## src/verilog/vcache_settings.svh

```systemverilog
// Cache array settings
`ifndef VCACHE_SETTINGS_SVH
`define VCACHE_SETTINGS_SVH

`define VC_NUM_BANKS   4
`define VC_ADDR_W      16
`define VC_DATA_W      32
`define VC_SETS        8
`define VC_BLOCK_WORDS 4

// the byte address splits into tag, index, bank, offset and two unused bits.
`define VC_OFFSET_W   $clog2(`VC_BLOCK_WORDS)
`define VC_BANK_W     $clog2(`VC_NUM_BANKS)
`define VC_INDEX_W    $clog2(`VC_SETS)
`define VC_TAG_W      (`VC_ADDR_W - `VC_TAG_LSB)
`define VC_OFFSET_LSB 2
`define VC_BANK_LSB   (`VC_OFFSET_LSB + `VC_OFFSET_W)
`define VC_INDEX_LSB  (`VC_BANK_LSB + `VC_BANK_W)
`define VC_TAG_LSB    (`VC_INDEX_LSB + `VC_INDEX_W)

`endif

```

## src/verilog/vcache_pkg.sv

```systemverilog
// Cache array types
`include "vcache_settings.svh"

package vcache_pkg;

  typedef logic [`VC_ADDR_W-1:0]   addr_t;
  typedef logic [`VC_DATA_W-1:0]   data_t;
  typedef logic [`VC_BANK_W-1:0]   bank_id_t;
  typedef logic [`VC_INDEX_W-1:0]  index_t;
  typedef logic [`VC_OFFSET_W-1:0] offset_t;
  typedef logic [`VC_TAG_W-1:0]    tag_t;

  // bank controller states.
  typedef enum logic [2:0] {
    bank_idle,
    bank_lookup,     // tag compare on the latched address.
    bank_refill,
    bank_write_mem,
    bank_respond
  } bank_state_e;

  typedef enum logic [2:0] {
    disp_idle,
    disp_write_issue,
    disp_read_issue,
    disp_wait_resp,
    disp_b_out,
    disp_r_out
  } disp_state_e;

endpackage

```

## src/verilog/vcache_if.sv

```systemverilog
// Bank request and DMA interfaces
`timescale 1ns/100ps

// one request at a time from the dispatcher to a bank.
interface bank_req_if;
  import vcache_pkg::*;

  logic  req_v;
  logic  req_we;
  addr_t req_addr;
  data_t req_data;
  logic  req_ready;
  logic  resp_v;     // single cycle pulse, no back-pressure.
  data_t resp_data;

  modport disp (
    output req_v, req_we, req_addr, req_data,
    input  req_ready, resp_v, resp_data
  );

  modport bank (
    input  req_v, req_we, req_addr, req_data,
    output req_ready, resp_v, resp_data
  );
endinterface

// block reads return VC_BLOCK_WORDS beats in address order.
interface dma_if;
  import vcache_pkg::*;

  logic  dma_v;
  logic  dma_we;
  addr_t dma_addr;
  data_t dma_wdata;
  logic  dma_ready;
  logic  dma_rv;
  data_t dma_rdata;

  modport bank (
    output dma_v, dma_we, dma_addr, dma_wdata,
    input  dma_ready, dma_rv, dma_rdata
  );

  modport arb (
    input  dma_v, dma_we, dma_addr, dma_wdata,
    output dma_ready, dma_rv, dma_rdata
  );
endinterface

```

## src/verilog/axil_bank_dispatch.sv

```systemverilog
// AXI4-Lite bank dispatcher
`timescale 1ns/100ps
`include "vcache_settings.svh"

module axil_bank_dispatch (
  input  logic              clk_i,
  input  logic              arst_n_i,
  input  vcache_pkg::addr_t s_awaddr_i,
  input  logic              s_awvalid_i,
  output logic              s_awready_o,
  input  vcache_pkg::data_t s_wdata_i,
  input  logic              s_wvalid_i,
  output logic              s_wready_o,
  output logic [1:0]        s_bresp_o,
  output logic              s_bvalid_o,
  input  logic              s_bready_i,
  input  vcache_pkg::addr_t s_araddr_i,
  input  logic              s_arvalid_i,
  output logic              s_arready_o,
  output vcache_pkg::data_t s_rdata_o,
  output logic [1:0]        s_rresp_o,
  output logic              s_rvalid_o,
  input  logic              s_rready_i,
  bank_req_if.disp          banks_o [`VC_NUM_BANKS]
);
  import vcache_pkg::*;

  disp_state_e              state_q;
  disp_state_e              state_d;
  logic                     we_q;
  addr_t                    addr_q;
  data_t                    wdata_q;
  data_t                    rdata_q;
  bank_id_t                 bank_sel;
  logic                     issue;
  logic                     wr_take;
  logic                     rd_take;
  logic                     sel_ready;
  logic                     sel_resp_v;
  logic [`VC_NUM_BANKS-1:0] req_v_vec;
  logic [`VC_NUM_BANKS-1:0] ready_vec;
  logic [`VC_NUM_BANKS-1:0] resp_v_vec;
  data_t                    resp_data [`VC_NUM_BANKS];

  // a write needs both channels, and a read waits while any write is pending.
  assign wr_take = (state_q == disp_idle) && s_awvalid_i && s_wvalid_i;
  assign rd_take = (state_q == disp_idle) && s_arvalid_i && !s_awvalid_i && !s_wvalid_i;

  assign s_awready_o = wr_take;
  assign s_wready_o  = wr_take;
  assign s_arready_o = rd_take;
  assign s_bvalid_o  = (state_q == disp_b_out);
  assign s_rvalid_o  = (state_q == disp_r_out);
  assign s_bresp_o   = 2'b00;  // always OKAY.
  assign s_rresp_o   = 2'b00;
  assign s_rdata_o   = rdata_q;

  assign issue    = (state_q == disp_write_issue) || (state_q == disp_read_issue);
  assign bank_sel = addr_q[`VC_BANK_LSB +: `VC_BANK_W];

  for (genvar i = 0; i < `VC_NUM_BANKS; i++) begin : g_bank
    assign req_v_vec[i]        = issue && (bank_sel == bank_id_t'(i));
    assign banks_o[i].req_v    = req_v_vec[i];
    assign banks_o[i].req_we   = (state_q == disp_write_issue);
    assign banks_o[i].req_addr = addr_q;
    assign banks_o[i].req_data = wdata_q;
    assign ready_vec[i]        = banks_o[i].req_ready;
    assign resp_v_vec[i]       = banks_o[i].resp_v;
    assign resp_data[i]        = banks_o[i].resp_data;
  end

  assign sel_ready  = ready_vec[bank_sel];
  assign sel_resp_v = resp_v_vec[bank_sel];

  always_comb begin
    state_d = state_q;
    unique case (state_q)
      disp_idle: begin
        if (wr_take) begin
          state_d = disp_write_issue;
        end else if (rd_take) begin
          state_d = disp_read_issue;
        end
      end
      disp_write_issue, disp_read_issue: begin
        if (sel_ready) begin
          state_d = disp_wait_resp;
        end
      end
      disp_wait_resp: begin
        if (sel_resp_v) begin
          state_d = we_q ? disp_b_out : disp_r_out;
        end
      end
      disp_b_out: begin
        if (s_bready_i) begin
          state_d = disp_idle;
        end
      end
      disp_r_out: begin
        if (s_rready_i) begin
          state_d = disp_idle;
        end
      end
      default: state_d = disp_idle;
    endcase
  end

  always_ff @(posedge clk_i or negedge arst_n_i) begin
    if (!arst_n_i) begin
      state_q <= disp_idle;
      we_q    <= 1'b0;
    end else begin
      state_q <= state_d;
      if (wr_take || rd_take) begin
        we_q <= wr_take;
      end
    end
  end

  always_ff @(posedge clk_i) begin
    if (wr_take) begin
      addr_q  <= s_awaddr_i;
      wdata_q <= s_wdata_i;
    end else if (rd_take) begin
      addr_q <= s_araddr_i;
    end
    if ((state_q == disp_wait_resp) && sel_resp_v) begin
      rdata_q <= resp_data[bank_sel];  // held through the R handshake.
    end
  end

  // only the addressed bank ever sees a request.
  assert property (@(posedge clk_i) disable iff (!arst_n_i) $onehot0(req_v_vec));

endmodule

```

## src/verilog/vcache_bank.sv

```systemverilog
// Direct-mapped write-through cache bank
`timescale 1ns/100ps
`include "vcache_settings.svh"

module vcache_bank (
  input logic      clk_i,
  input logic      arst_n_i,
  bank_req_if.bank req_io,
  dma_if.bank      dma_io
);
  import vcache_pkg::*;

  bank_state_e         state_q;
  bank_state_e         state_d;
  logic                we_q;
  addr_t               addr_q;
  data_t               wdata_q;
  data_t               rdata_q;
  logic                rd_cmd_pend_q;
  offset_t             beat_q;
  logic [`VC_SETS-1:0] valid_q;
  tag_t                tag_arr [`VC_SETS];
  data_t               data_arr [`VC_SETS][`VC_BLOCK_WORDS];

  index_t  idx;
  offset_t off;
  tag_t    tag;
  logic    hit;
  logic    last_beat;
  addr_t   blk_addr;
  addr_t   word_addr;

  assign idx       = addr_q[`VC_INDEX_LSB +: `VC_INDEX_W];
  assign off       = addr_q[`VC_OFFSET_LSB +: `VC_OFFSET_W];
  assign tag       = addr_q[`VC_TAG_LSB +: `VC_TAG_W];
  assign hit       = valid_q[idx] && (tag_arr[idx] == tag);
  assign last_beat = dma_io.dma_rv && (beat_q == offset_t'(`VC_BLOCK_WORDS - 1));
  assign blk_addr  = {addr_q[`VC_ADDR_W-1:`VC_BANK_LSB], {`VC_BANK_LSB{1'b0}}};
  assign word_addr = {addr_q[`VC_ADDR_W-1:`VC_OFFSET_LSB], {`VC_OFFSET_LSB{1'b0}}};

  assign req_io.req_ready = (state_q == bank_idle);
  assign req_io.resp_v    = (state_q == bank_respond);
  assign req_io.resp_data = rdata_q;

  // a miss sends one block read; every write goes straight through to memory.
  assign dma_io.dma_v     = ((state_q == bank_refill) && rd_cmd_pend_q)
                          || (state_q == bank_write_mem);
  assign dma_io.dma_we    = (state_q == bank_write_mem);
  assign dma_io.dma_addr  = (state_q == bank_write_mem) ? word_addr : blk_addr;
  assign dma_io.dma_wdata = wdata_q;

  always_comb begin
    state_d = state_q;
    unique case (state_q)
      bank_idle: begin
        if (req_io.req_v) begin
          state_d = bank_lookup;
        end
      end
      bank_lookup: begin
        if (we_q) begin
          state_d = bank_write_mem;  // no allocation on a write miss.
        end else if (hit) begin
          state_d = bank_respond;
        end else begin
          state_d = bank_refill;
        end
      end
      bank_refill: begin
        if (last_beat) begin
          state_d = bank_respond;
        end
      end
      bank_write_mem: begin
        if (dma_io.dma_ready) begin
          state_d = bank_respond;
        end
      end
      bank_respond: state_d = bank_idle;
      default:      state_d = bank_idle;
    endcase
  end

  always_ff @(posedge clk_i or negedge arst_n_i) begin
    if (!arst_n_i) begin
      state_q       <= bank_idle;
      rd_cmd_pend_q <= 1'b0;
      beat_q        <= '0;
      valid_q       <= '0;
    end else begin
      state_q <= state_d;
      if ((state_q == bank_lookup) && !we_q && !hit) begin
        rd_cmd_pend_q <= 1'b1;
        beat_q        <= '0;
      end else if (dma_io.dma_v && dma_io.dma_ready) begin
        rd_cmd_pend_q <= 1'b0;
      end
      if (dma_io.dma_rv) begin
        beat_q <= beat_q + 1'b1;
      end
      if (last_beat) begin
        valid_q[idx] <= 1'b1;
      end
    end
  end

  always_ff @(posedge clk_i) begin
    if (req_io.req_v && req_io.req_ready) begin
      we_q    <= req_io.req_we;
      addr_q  <= req_io.req_addr;
      wdata_q <= req_io.req_data;
    end
    if ((state_q == bank_lookup) && hit) begin
      if (we_q) begin
        data_arr[idx][off] <= wdata_q;
      end else begin
        rdata_q <= data_arr[idx][off];
      end
    end
    if (dma_io.dma_rv) begin
      data_arr[idx][beat_q] <= dma_io.dma_rdata;
      if (beat_q == off) begin
        rdata_q <= dma_io.dma_rdata;  // requested word is caught in passing.
      end
    end
    if (last_beat) begin
      tag_arr[idx] <= tag;
    end
  end

  assert property (@(posedge clk_i) disable iff (!arst_n_i)
    (state_q == bank_idle) |-> !req_io.resp_v);

  // the arbiter steers beats here only after our block read was accepted.
  assert property (@(posedge clk_i) disable iff (!arst_n_i)
    dma_io.dma_rv |-> ((state_q == bank_refill) && !rd_cmd_pend_q));

endmodule

```

## src/verilog/dma_arbiter.sv

```systemverilog
// Round-robin DMA arbiter
`timescale 1ns/100ps
`include "vcache_settings.svh"

module dma_arbiter (
  input  logic              clk_i,
  input  logic              arst_n_i,
  dma_if.arb                banks_i [`VC_NUM_BANKS],
  output logic              mem_req_v_o,
  output logic              mem_req_we_o,
  output vcache_pkg::addr_t mem_req_addr_o,
  output vcache_pkg::data_t mem_req_data_o,
  input  logic              mem_req_ready_i,
  input  logic              mem_resp_v_i,
  input  vcache_pkg::data_t mem_resp_data_i
);
  import vcache_pkg::*;

  logic [`VC_NUM_BANKS-1:0] req_v;
  logic [`VC_NUM_BANKS-1:0] req_we;
  logic [`VC_NUM_BANKS-1:0] grant_q;
  addr_t                    req_addr [`VC_NUM_BANKS];
  data_t                    req_data [`VC_NUM_BANKS];
  bank_id_t                 last_q;
  bank_id_t                 pick;
  logic                     pick_v;
  logic                     rd_wait_q;  // grant is held for the read beats.
  offset_t                  beat_q;
  logic                     cmd_fire;

  for (genvar i = 0; i < `VC_NUM_BANKS; i++) begin : g_port
    assign req_v[i]             = banks_i[i].dma_v;
    assign req_we[i]            = banks_i[i].dma_we;
    assign req_addr[i]          = banks_i[i].dma_addr;
    assign req_data[i]          = banks_i[i].dma_wdata;
    assign banks_i[i].dma_ready = grant_q[i] && !rd_wait_q && mem_req_ready_i;
    assign banks_i[i].dma_rv    = grant_q[i] && rd_wait_q && mem_resp_v_i;
    assign banks_i[i].dma_rdata = mem_resp_data_i;
  end

  // search starts one past the bank granted last.
  always_comb begin
    bank_id_t cand;
    pick_v = 1'b0;
    pick   = last_q;
    for (int k = 1; k <= `VC_NUM_BANKS; k++) begin
      cand = bank_id_t'((int'(last_q) + k) % `VC_NUM_BANKS);
      if (!pick_v && req_v[cand]) begin
        pick_v = 1'b1;
        pick   = cand;
      end
    end
  end

  always_comb begin
    mem_req_v_o    = 1'b0;
    mem_req_we_o   = 1'b0;
    mem_req_addr_o = '0;
    mem_req_data_o = '0;
    for (int i = 0; i < `VC_NUM_BANKS; i++) begin
      if (grant_q[i]) begin
        mem_req_v_o    = req_v[i] && !rd_wait_q;
        mem_req_we_o   = req_we[i];
        mem_req_addr_o = req_addr[i];
        mem_req_data_o = req_data[i];
      end
    end
  end

  assign cmd_fire = mem_req_v_o && mem_req_ready_i;

  always_ff @(posedge clk_i or negedge arst_n_i) begin
    if (!arst_n_i) begin
      grant_q   <= '0;
      last_q    <= '0;
      rd_wait_q <= 1'b0;
      beat_q    <= '0;
    end else if (grant_q == '0) begin
      if (pick_v) begin
        grant_q <= {{(`VC_NUM_BANKS-1){1'b0}}, 1'b1} << pick;
        last_q  <= pick;
      end
    end else if (cmd_fire) begin
      if (mem_req_we_o) begin
        grant_q <= '0;  // a write has no return.
      end else begin
        rd_wait_q <= 1'b1;
        beat_q    <= '0;
      end
    end else if (rd_wait_q && mem_resp_v_i) begin
      beat_q <= beat_q + 1'b1;
      if (beat_q == offset_t'(`VC_BLOCK_WORDS - 1)) begin
        rd_wait_q <= 1'b0;
        grant_q   <= '0;
      end
    end
  end

  assert property (@(posedge clk_i) disable iff (!arst_n_i) $onehot0(grant_q));

endmodule

```

## src/verilog/vcache_array_top.sv

```systemverilog
// Banked cache array top
`timescale 1ns/100ps
`include "vcache_settings.svh"

module vcache_array_top (
  input  logic              clk_i,
  input  logic              arst_n_i,
  input  vcache_pkg::addr_t s_awaddr_i,
  input  logic              s_awvalid_i,
  output logic              s_awready_o,
  input  vcache_pkg::data_t s_wdata_i,
  input  logic              s_wvalid_i,
  output logic              s_wready_o,
  output logic [1:0]        s_bresp_o,
  output logic              s_bvalid_o,
  input  logic              s_bready_i,
  input  vcache_pkg::addr_t s_araddr_i,
  input  logic              s_arvalid_i,
  output logic              s_arready_o,
  output vcache_pkg::data_t s_rdata_o,
  output logic [1:0]        s_rresp_o,
  output logic              s_rvalid_o,
  input  logic              s_rready_i,
  output logic              mem_req_v_o,
  output logic              mem_req_we_o,
  output vcache_pkg::addr_t mem_req_addr_o,
  output vcache_pkg::data_t mem_req_data_o,
  input  logic              mem_req_ready_i,
  input  logic              mem_resp_v_i,
  input  vcache_pkg::data_t mem_resp_data_i
);

  bank_req_if bank_req [`VC_NUM_BANKS] ();
  dma_if      bank_dma [`VC_NUM_BANKS] ();

  axil_bank_dispatch u_dispatch (
    .clk_i       (clk_i),
    .arst_n_i    (arst_n_i),
    .s_awaddr_i  (s_awaddr_i),
    .s_awvalid_i (s_awvalid_i),
    .s_awready_o (s_awready_o),
    .s_wdata_i   (s_wdata_i),
    .s_wvalid_i  (s_wvalid_i),
    .s_wready_o  (s_wready_o),
    .s_bresp_o   (s_bresp_o),
    .s_bvalid_o  (s_bvalid_o),
    .s_bready_i  (s_bready_i),
    .s_araddr_i  (s_araddr_i),
    .s_arvalid_i (s_arvalid_i),
    .s_arready_o (s_arready_o),
    .s_rdata_o   (s_rdata_o),
    .s_rresp_o   (s_rresp_o),
    .s_rvalid_o  (s_rvalid_o),
    .s_rready_i  (s_rready_i),
    .banks_o     (bank_req)
  );

  // each bank owns one address slice selected by bits 5:4.
  for (genvar i = 0; i < `VC_NUM_BANKS; i++) begin : g_bank
    vcache_bank u_bank (
      .clk_i    (clk_i),
      .arst_n_i (arst_n_i),
      .req_io   (bank_req[i]),
      .dma_io   (bank_dma[i])
    );
  end

  dma_arbiter u_arbiter (
    .clk_i           (clk_i),
    .arst_n_i        (arst_n_i),
    .banks_i         (bank_dma),
    .mem_req_v_o     (mem_req_v_o),
    .mem_req_we_o    (mem_req_we_o),
    .mem_req_addr_o  (mem_req_addr_o),
    .mem_req_data_o  (mem_req_data_o),
    .mem_req_ready_i (mem_req_ready_i),
    .mem_resp_v_i    (mem_resp_v_i),
    .mem_resp_data_i (mem_resp_data_i)
  );

endmodule

```

## config.mk

```make
export PLATFORM = sky130hd
export DESIGN_NAME = vcache_array_top
export DESIGN_NICKNAME = d
export VERILOG_FILES = /design/src/verilog/vcache_pkg.sv /design/src/verilog/vcache_if.sv /design/src/verilog/axil_bank_dispatch.sv /design/src/verilog/vcache_bank.sv /design/src/verilog/dma_arbiter.sv /design/src/verilog/vcache_array_top.sv
export VERILOG_INCLUDE_DIRS = /design/src /design/src/verilog
export SDC_FILE = /design/constraint.sdc
export NUM_CORES = 2
export LEC_CHECK = 0
export BUFFER_PORTS_ARGS = -buffer_cell sky130_fd_sc_hd__buf_4
export CAP_MARGIN = 20
export CORE_UTILIZATION = 30
export DETAILED_ROUTE_END_ITERATION = 10
export MAX_ROUTING_LAYER = met4
export PLACE_DENSITY = 0.54
export SETUP_SLACK_MARGIN = 0.3
export SLEW_MARGIN = 15
export SYNTH_ARGS = -nofsm -noshare
export SYNTH_HDL_FRONTEND = slang
export SYNTH_HIERARCHICAL = 1
export SYNTH_MEMORY_MAX_BITS = 65536
export SYNTH_SLANG_ARGS = --single-unit
```

## constraint.sdc

```tcl
create_clock -name clk_i -period 4.9 [get_ports clk_i]
set_clock_uncertainty 0.15 [all_clocks]
set_input_delay 0.245 -clock clk_i [delete_from_list [all_inputs] [get_ports clk_i]]
set_output_delay 0.245 -clock clk_i [all_outputs]
set_load 0.01 [all_outputs]
```

==> metrics.md <==
| Metric | Value |
|---|---|
| CP max stage delay | `between 0.5 and 0.6 ns` |
| Final wirelength | `651000 um` |
| Die Span X | `around 800 um` |
| R2R cell count | `8` |
| Worst setup margin | `between 0.5 and 0.6 ns` |
| Nets | `10.8k` |
| Area delta synth->final | `15.7%` |
| Type of the worst setup path | `flip-flop to flip-flop` |
| # H-tree levels | `5` |
| Final core occ | `34.9%` |
| Syn avg cell area | `18.8 um2` |
| Worst-Skew Late Latency | `~1.1 ns` |
| Synth warn | `6` |
| Critical Path Start Type | `flip-flop` |
| CTS buffer count | `478` |
| Final Setup Violations | `0` |
| Pre-CTS setup slack | `0.576 ns` |
| Outcome | `completed` |
| Die Footprint | `between 600000 and 700000 um2` |
| Reg2reg end | `g_bank[2].u_bank/data_arr[2][71]` |
| Vias per inst | `about 5.3` |
| Hold slack | `roughly 0.077 ns` |
| Worst Hold Launch | `s_awaddr_i[13]` |
| Worst-case clock buffer depth | `4` |
| Worst path arrival time | `4.91 ns` |
| Vias in the first global route | `100k` |
| Peak Freq | `228 MHz` |
| Clock tree root buffer cell | `clkbuf_16` |
| Worst-margin pin slew | `about 1.4 ns` |
| Site Rows | `295` |
| Hold endpoint | `u_dispatch/banks_o[0].req_addr[13]` |
| Wire per inst | `32.7 um` |
| Peak supply drop | `~400 uV` |
| Io pins | `196` |
| Max-slew violations | `0` |
| Reg area | `142000 um2` |
| Hold Path Cell Cnt | `3` |
| Fill count | `60.3k` |
| Final worst path period need | `4.39 ns` |
| Slowest CP cell | `or4b_1` |
| HP Class | `input port to flip-flop` |
| Final instance area | `225000 um2` |
| Post-route DRC | `0` |
| Final Wtd Congestion | `0.929` |
| Largest net degree at the start of global routing | `118` |
| Final ANT Viol Nets | `0` |
| Synthesized area | `between 150000 and 200000 um2` |
| CTS sink cnt | `4795` |
| Hpwl dp | `414000 um` |
| Post-placement cell count | `18.7k` |
| IO buf count | `187` |
| Worst Path Buf+Inv | `1` |
| Cell class contributing the biggest share of worst-path delay | `simple AND/OR/NAND/NOR gates` |
| Drt first-iter violations | `13.9k` |
| Leakage | `between 70 and 80 nW` |
| DP Area | `208000 um2` |
| RSZ-0062 raised after global routing | `false` |
| First-pass GRT wire length | `873000 um` |
| Worst-path maximum fanout | `32` |
| Die height | `808 um` |
| Crit path capture type | `flip-flop` |
| Initial Utilization | `30.1%` |
| Clock transition at path regs | `0.07 ns` |
| CORE AREA | `646000 um2` |
| Cell Pwr Density | `445 nW/um2` |
| Share of layout cells above drive strength 1 | `26.7%` |
| Vias | `105k` |
| Cells after Synth | `10.4k` |
| Slew Limit Headroom | `7.72%` |
| All-Layer GR Usage | `about a fifth` |
| Multi-input gate area | `48600 um2` |
| Worst-path cell chain | `mux4_2, mux2i_1, xnor2_1, or4b_1, nor4_4, a32oi_2, nor2_4, buf_4` |
| Worst Path Required | `5.41 ns` |
| Max Cap Violations | `0` |
| 1st-pass router iterations | `6` |
| Sum of negative setup slack | `0 ns` |
| Crit share post-route | `89.6%` |
| Global route overflow | `0` |
| Final hold viol count | `0` |
| Fin cells | `19.9k` |
| Worst reg2reg setup slack | `approximately 0.5 ns` |
| Final Power | `100 mW` |
| Resized cells post-CTS | `0` |
| CTS tree | `done` |
| Initial antenna violation count | `roughly 100` |
[repair_timing]
action,in CTS,in global routing
buffers inserted,0,0
hold endpoints to repair,1150,0
hold buffers,149,0
setup endpoints to repair,0,0
[final cells by class]
class,instances,area share (%)
Inverter,36,0.0621
Clock inverter,277,1.24
Tap cell,8613,4.78
Antenna cell,173,0.192
Clock buffer,615,5.63
Timing Repair Buffer,784,3.42
Sequential cell,4795,63.1
Multi-Input combinational cell,4610,21.6
[how the worst max path moves through the flow]
stage	end	depth (start not counted)	slack (ns)	from
global placement	g_bank[2].u_bank/data_arr[5][56]	8	0.54	flip-flop
CTS	g_bank[2].u_bank/data_arr[2][71]	8	0.55	flip-flop
finish	g_bank[2].u_bank/data_arr[2][71]	8	0.51	flip-flop
detailed placement	g_bank[2].u_bank/data_arr[4][49]	8	0.58	flip-flop
global route	g_bank[2].u_bank/data_arr[2][71]	8	0.38	flip-flop
floorplan	g_bank[2].u_bank/data_arr[6][0]	10	0.41	flip-flop
[flip-flops by register name, summed over array words and instances (netlist names), named ones only]
name,flops
g_bank.u_bank/req_io.resp_data,128
g_bank.u_bank/beat_q,8
u_dispatch/state_q,3
g_bank.u_bank/state_q,12
u_dispatch/banks_o.req_data,32
u_arbiter/last_q,2
g_bank.u_bank/valid_q,32
g_bank.u_bank/data_arr,4096
u_dispatch/s_rdata_o,32
u_arbiter/beat_q,2
g_bank.u_bank/rd_cmd_pend_q,4
u_arbiter/grant_q,4
u_dispatch/banks_o.req_addr,14
g_bank.u_bank/tag_arr,224
u_arbiter/rd_wait_q,1
g_bank.u_bank/we_q,4
u_dispatch/we_q,1
g_bank.u_bank/addr_q,56
g_bank.u_bank/dma_io.dma_wdata,128
[worst reg2reg max path, stage by stage, from the launching register on]
cell and delay [ns]:
dfxtp_4 0.48, mux4_2 0.54, mux2i_1 0.21, xnor2_1 0.12
or4b_1 0.58, nor4_4 0.52, a32oi_2 0.55, nor2_4 0.20
buf_4 0.54
[where the power goes]
part | total (mW) | switching [mW] | internal, mW
logic | 15.1 | 9.38 | 5.75
registers | 48.7 | 2.22 | 46.5
clock network | 36.5 | 16.1 | 20.4
total | 100 | 27.7 | 72.6
[routing by layer]
layer | global-route usage, % | wire length, um | vias to the layer above
met5 | - | 0 | -
met4 | 9.51 | 35100 | 0
met3 | 4.27 | 59300 | 1008
met2 | 29.6 | 296000 | 5258
met1 | 25.6 | 261000 | 56200
li1 | - | - | 42900
[layout by cell type, fill, tap and decap left out, drive strengths merged, types with 28 or more instances in the layout]
master	n
diode	173
clkinv	209
nor3	55
a221oi	113
a31oi	39
and2	28
buf	635
bufinv	39
o221ai	69
a22oi	206
nor2	335
dfxtp	140
nor2b	71
clkbuf	615
a221o	84
mux2	621
edfxtp	4586
or3	78
a21oi	191
inv	51
a22o	63
dlygate4sd3	149
o31ai	53
o221a	64
and3	64
mux4	695
o21ai	107
o22ai	109
nand2	238
or2	39
mux2i	1030
a211o	32
dfrtp	69
Power figures use the tool's default switching activity.
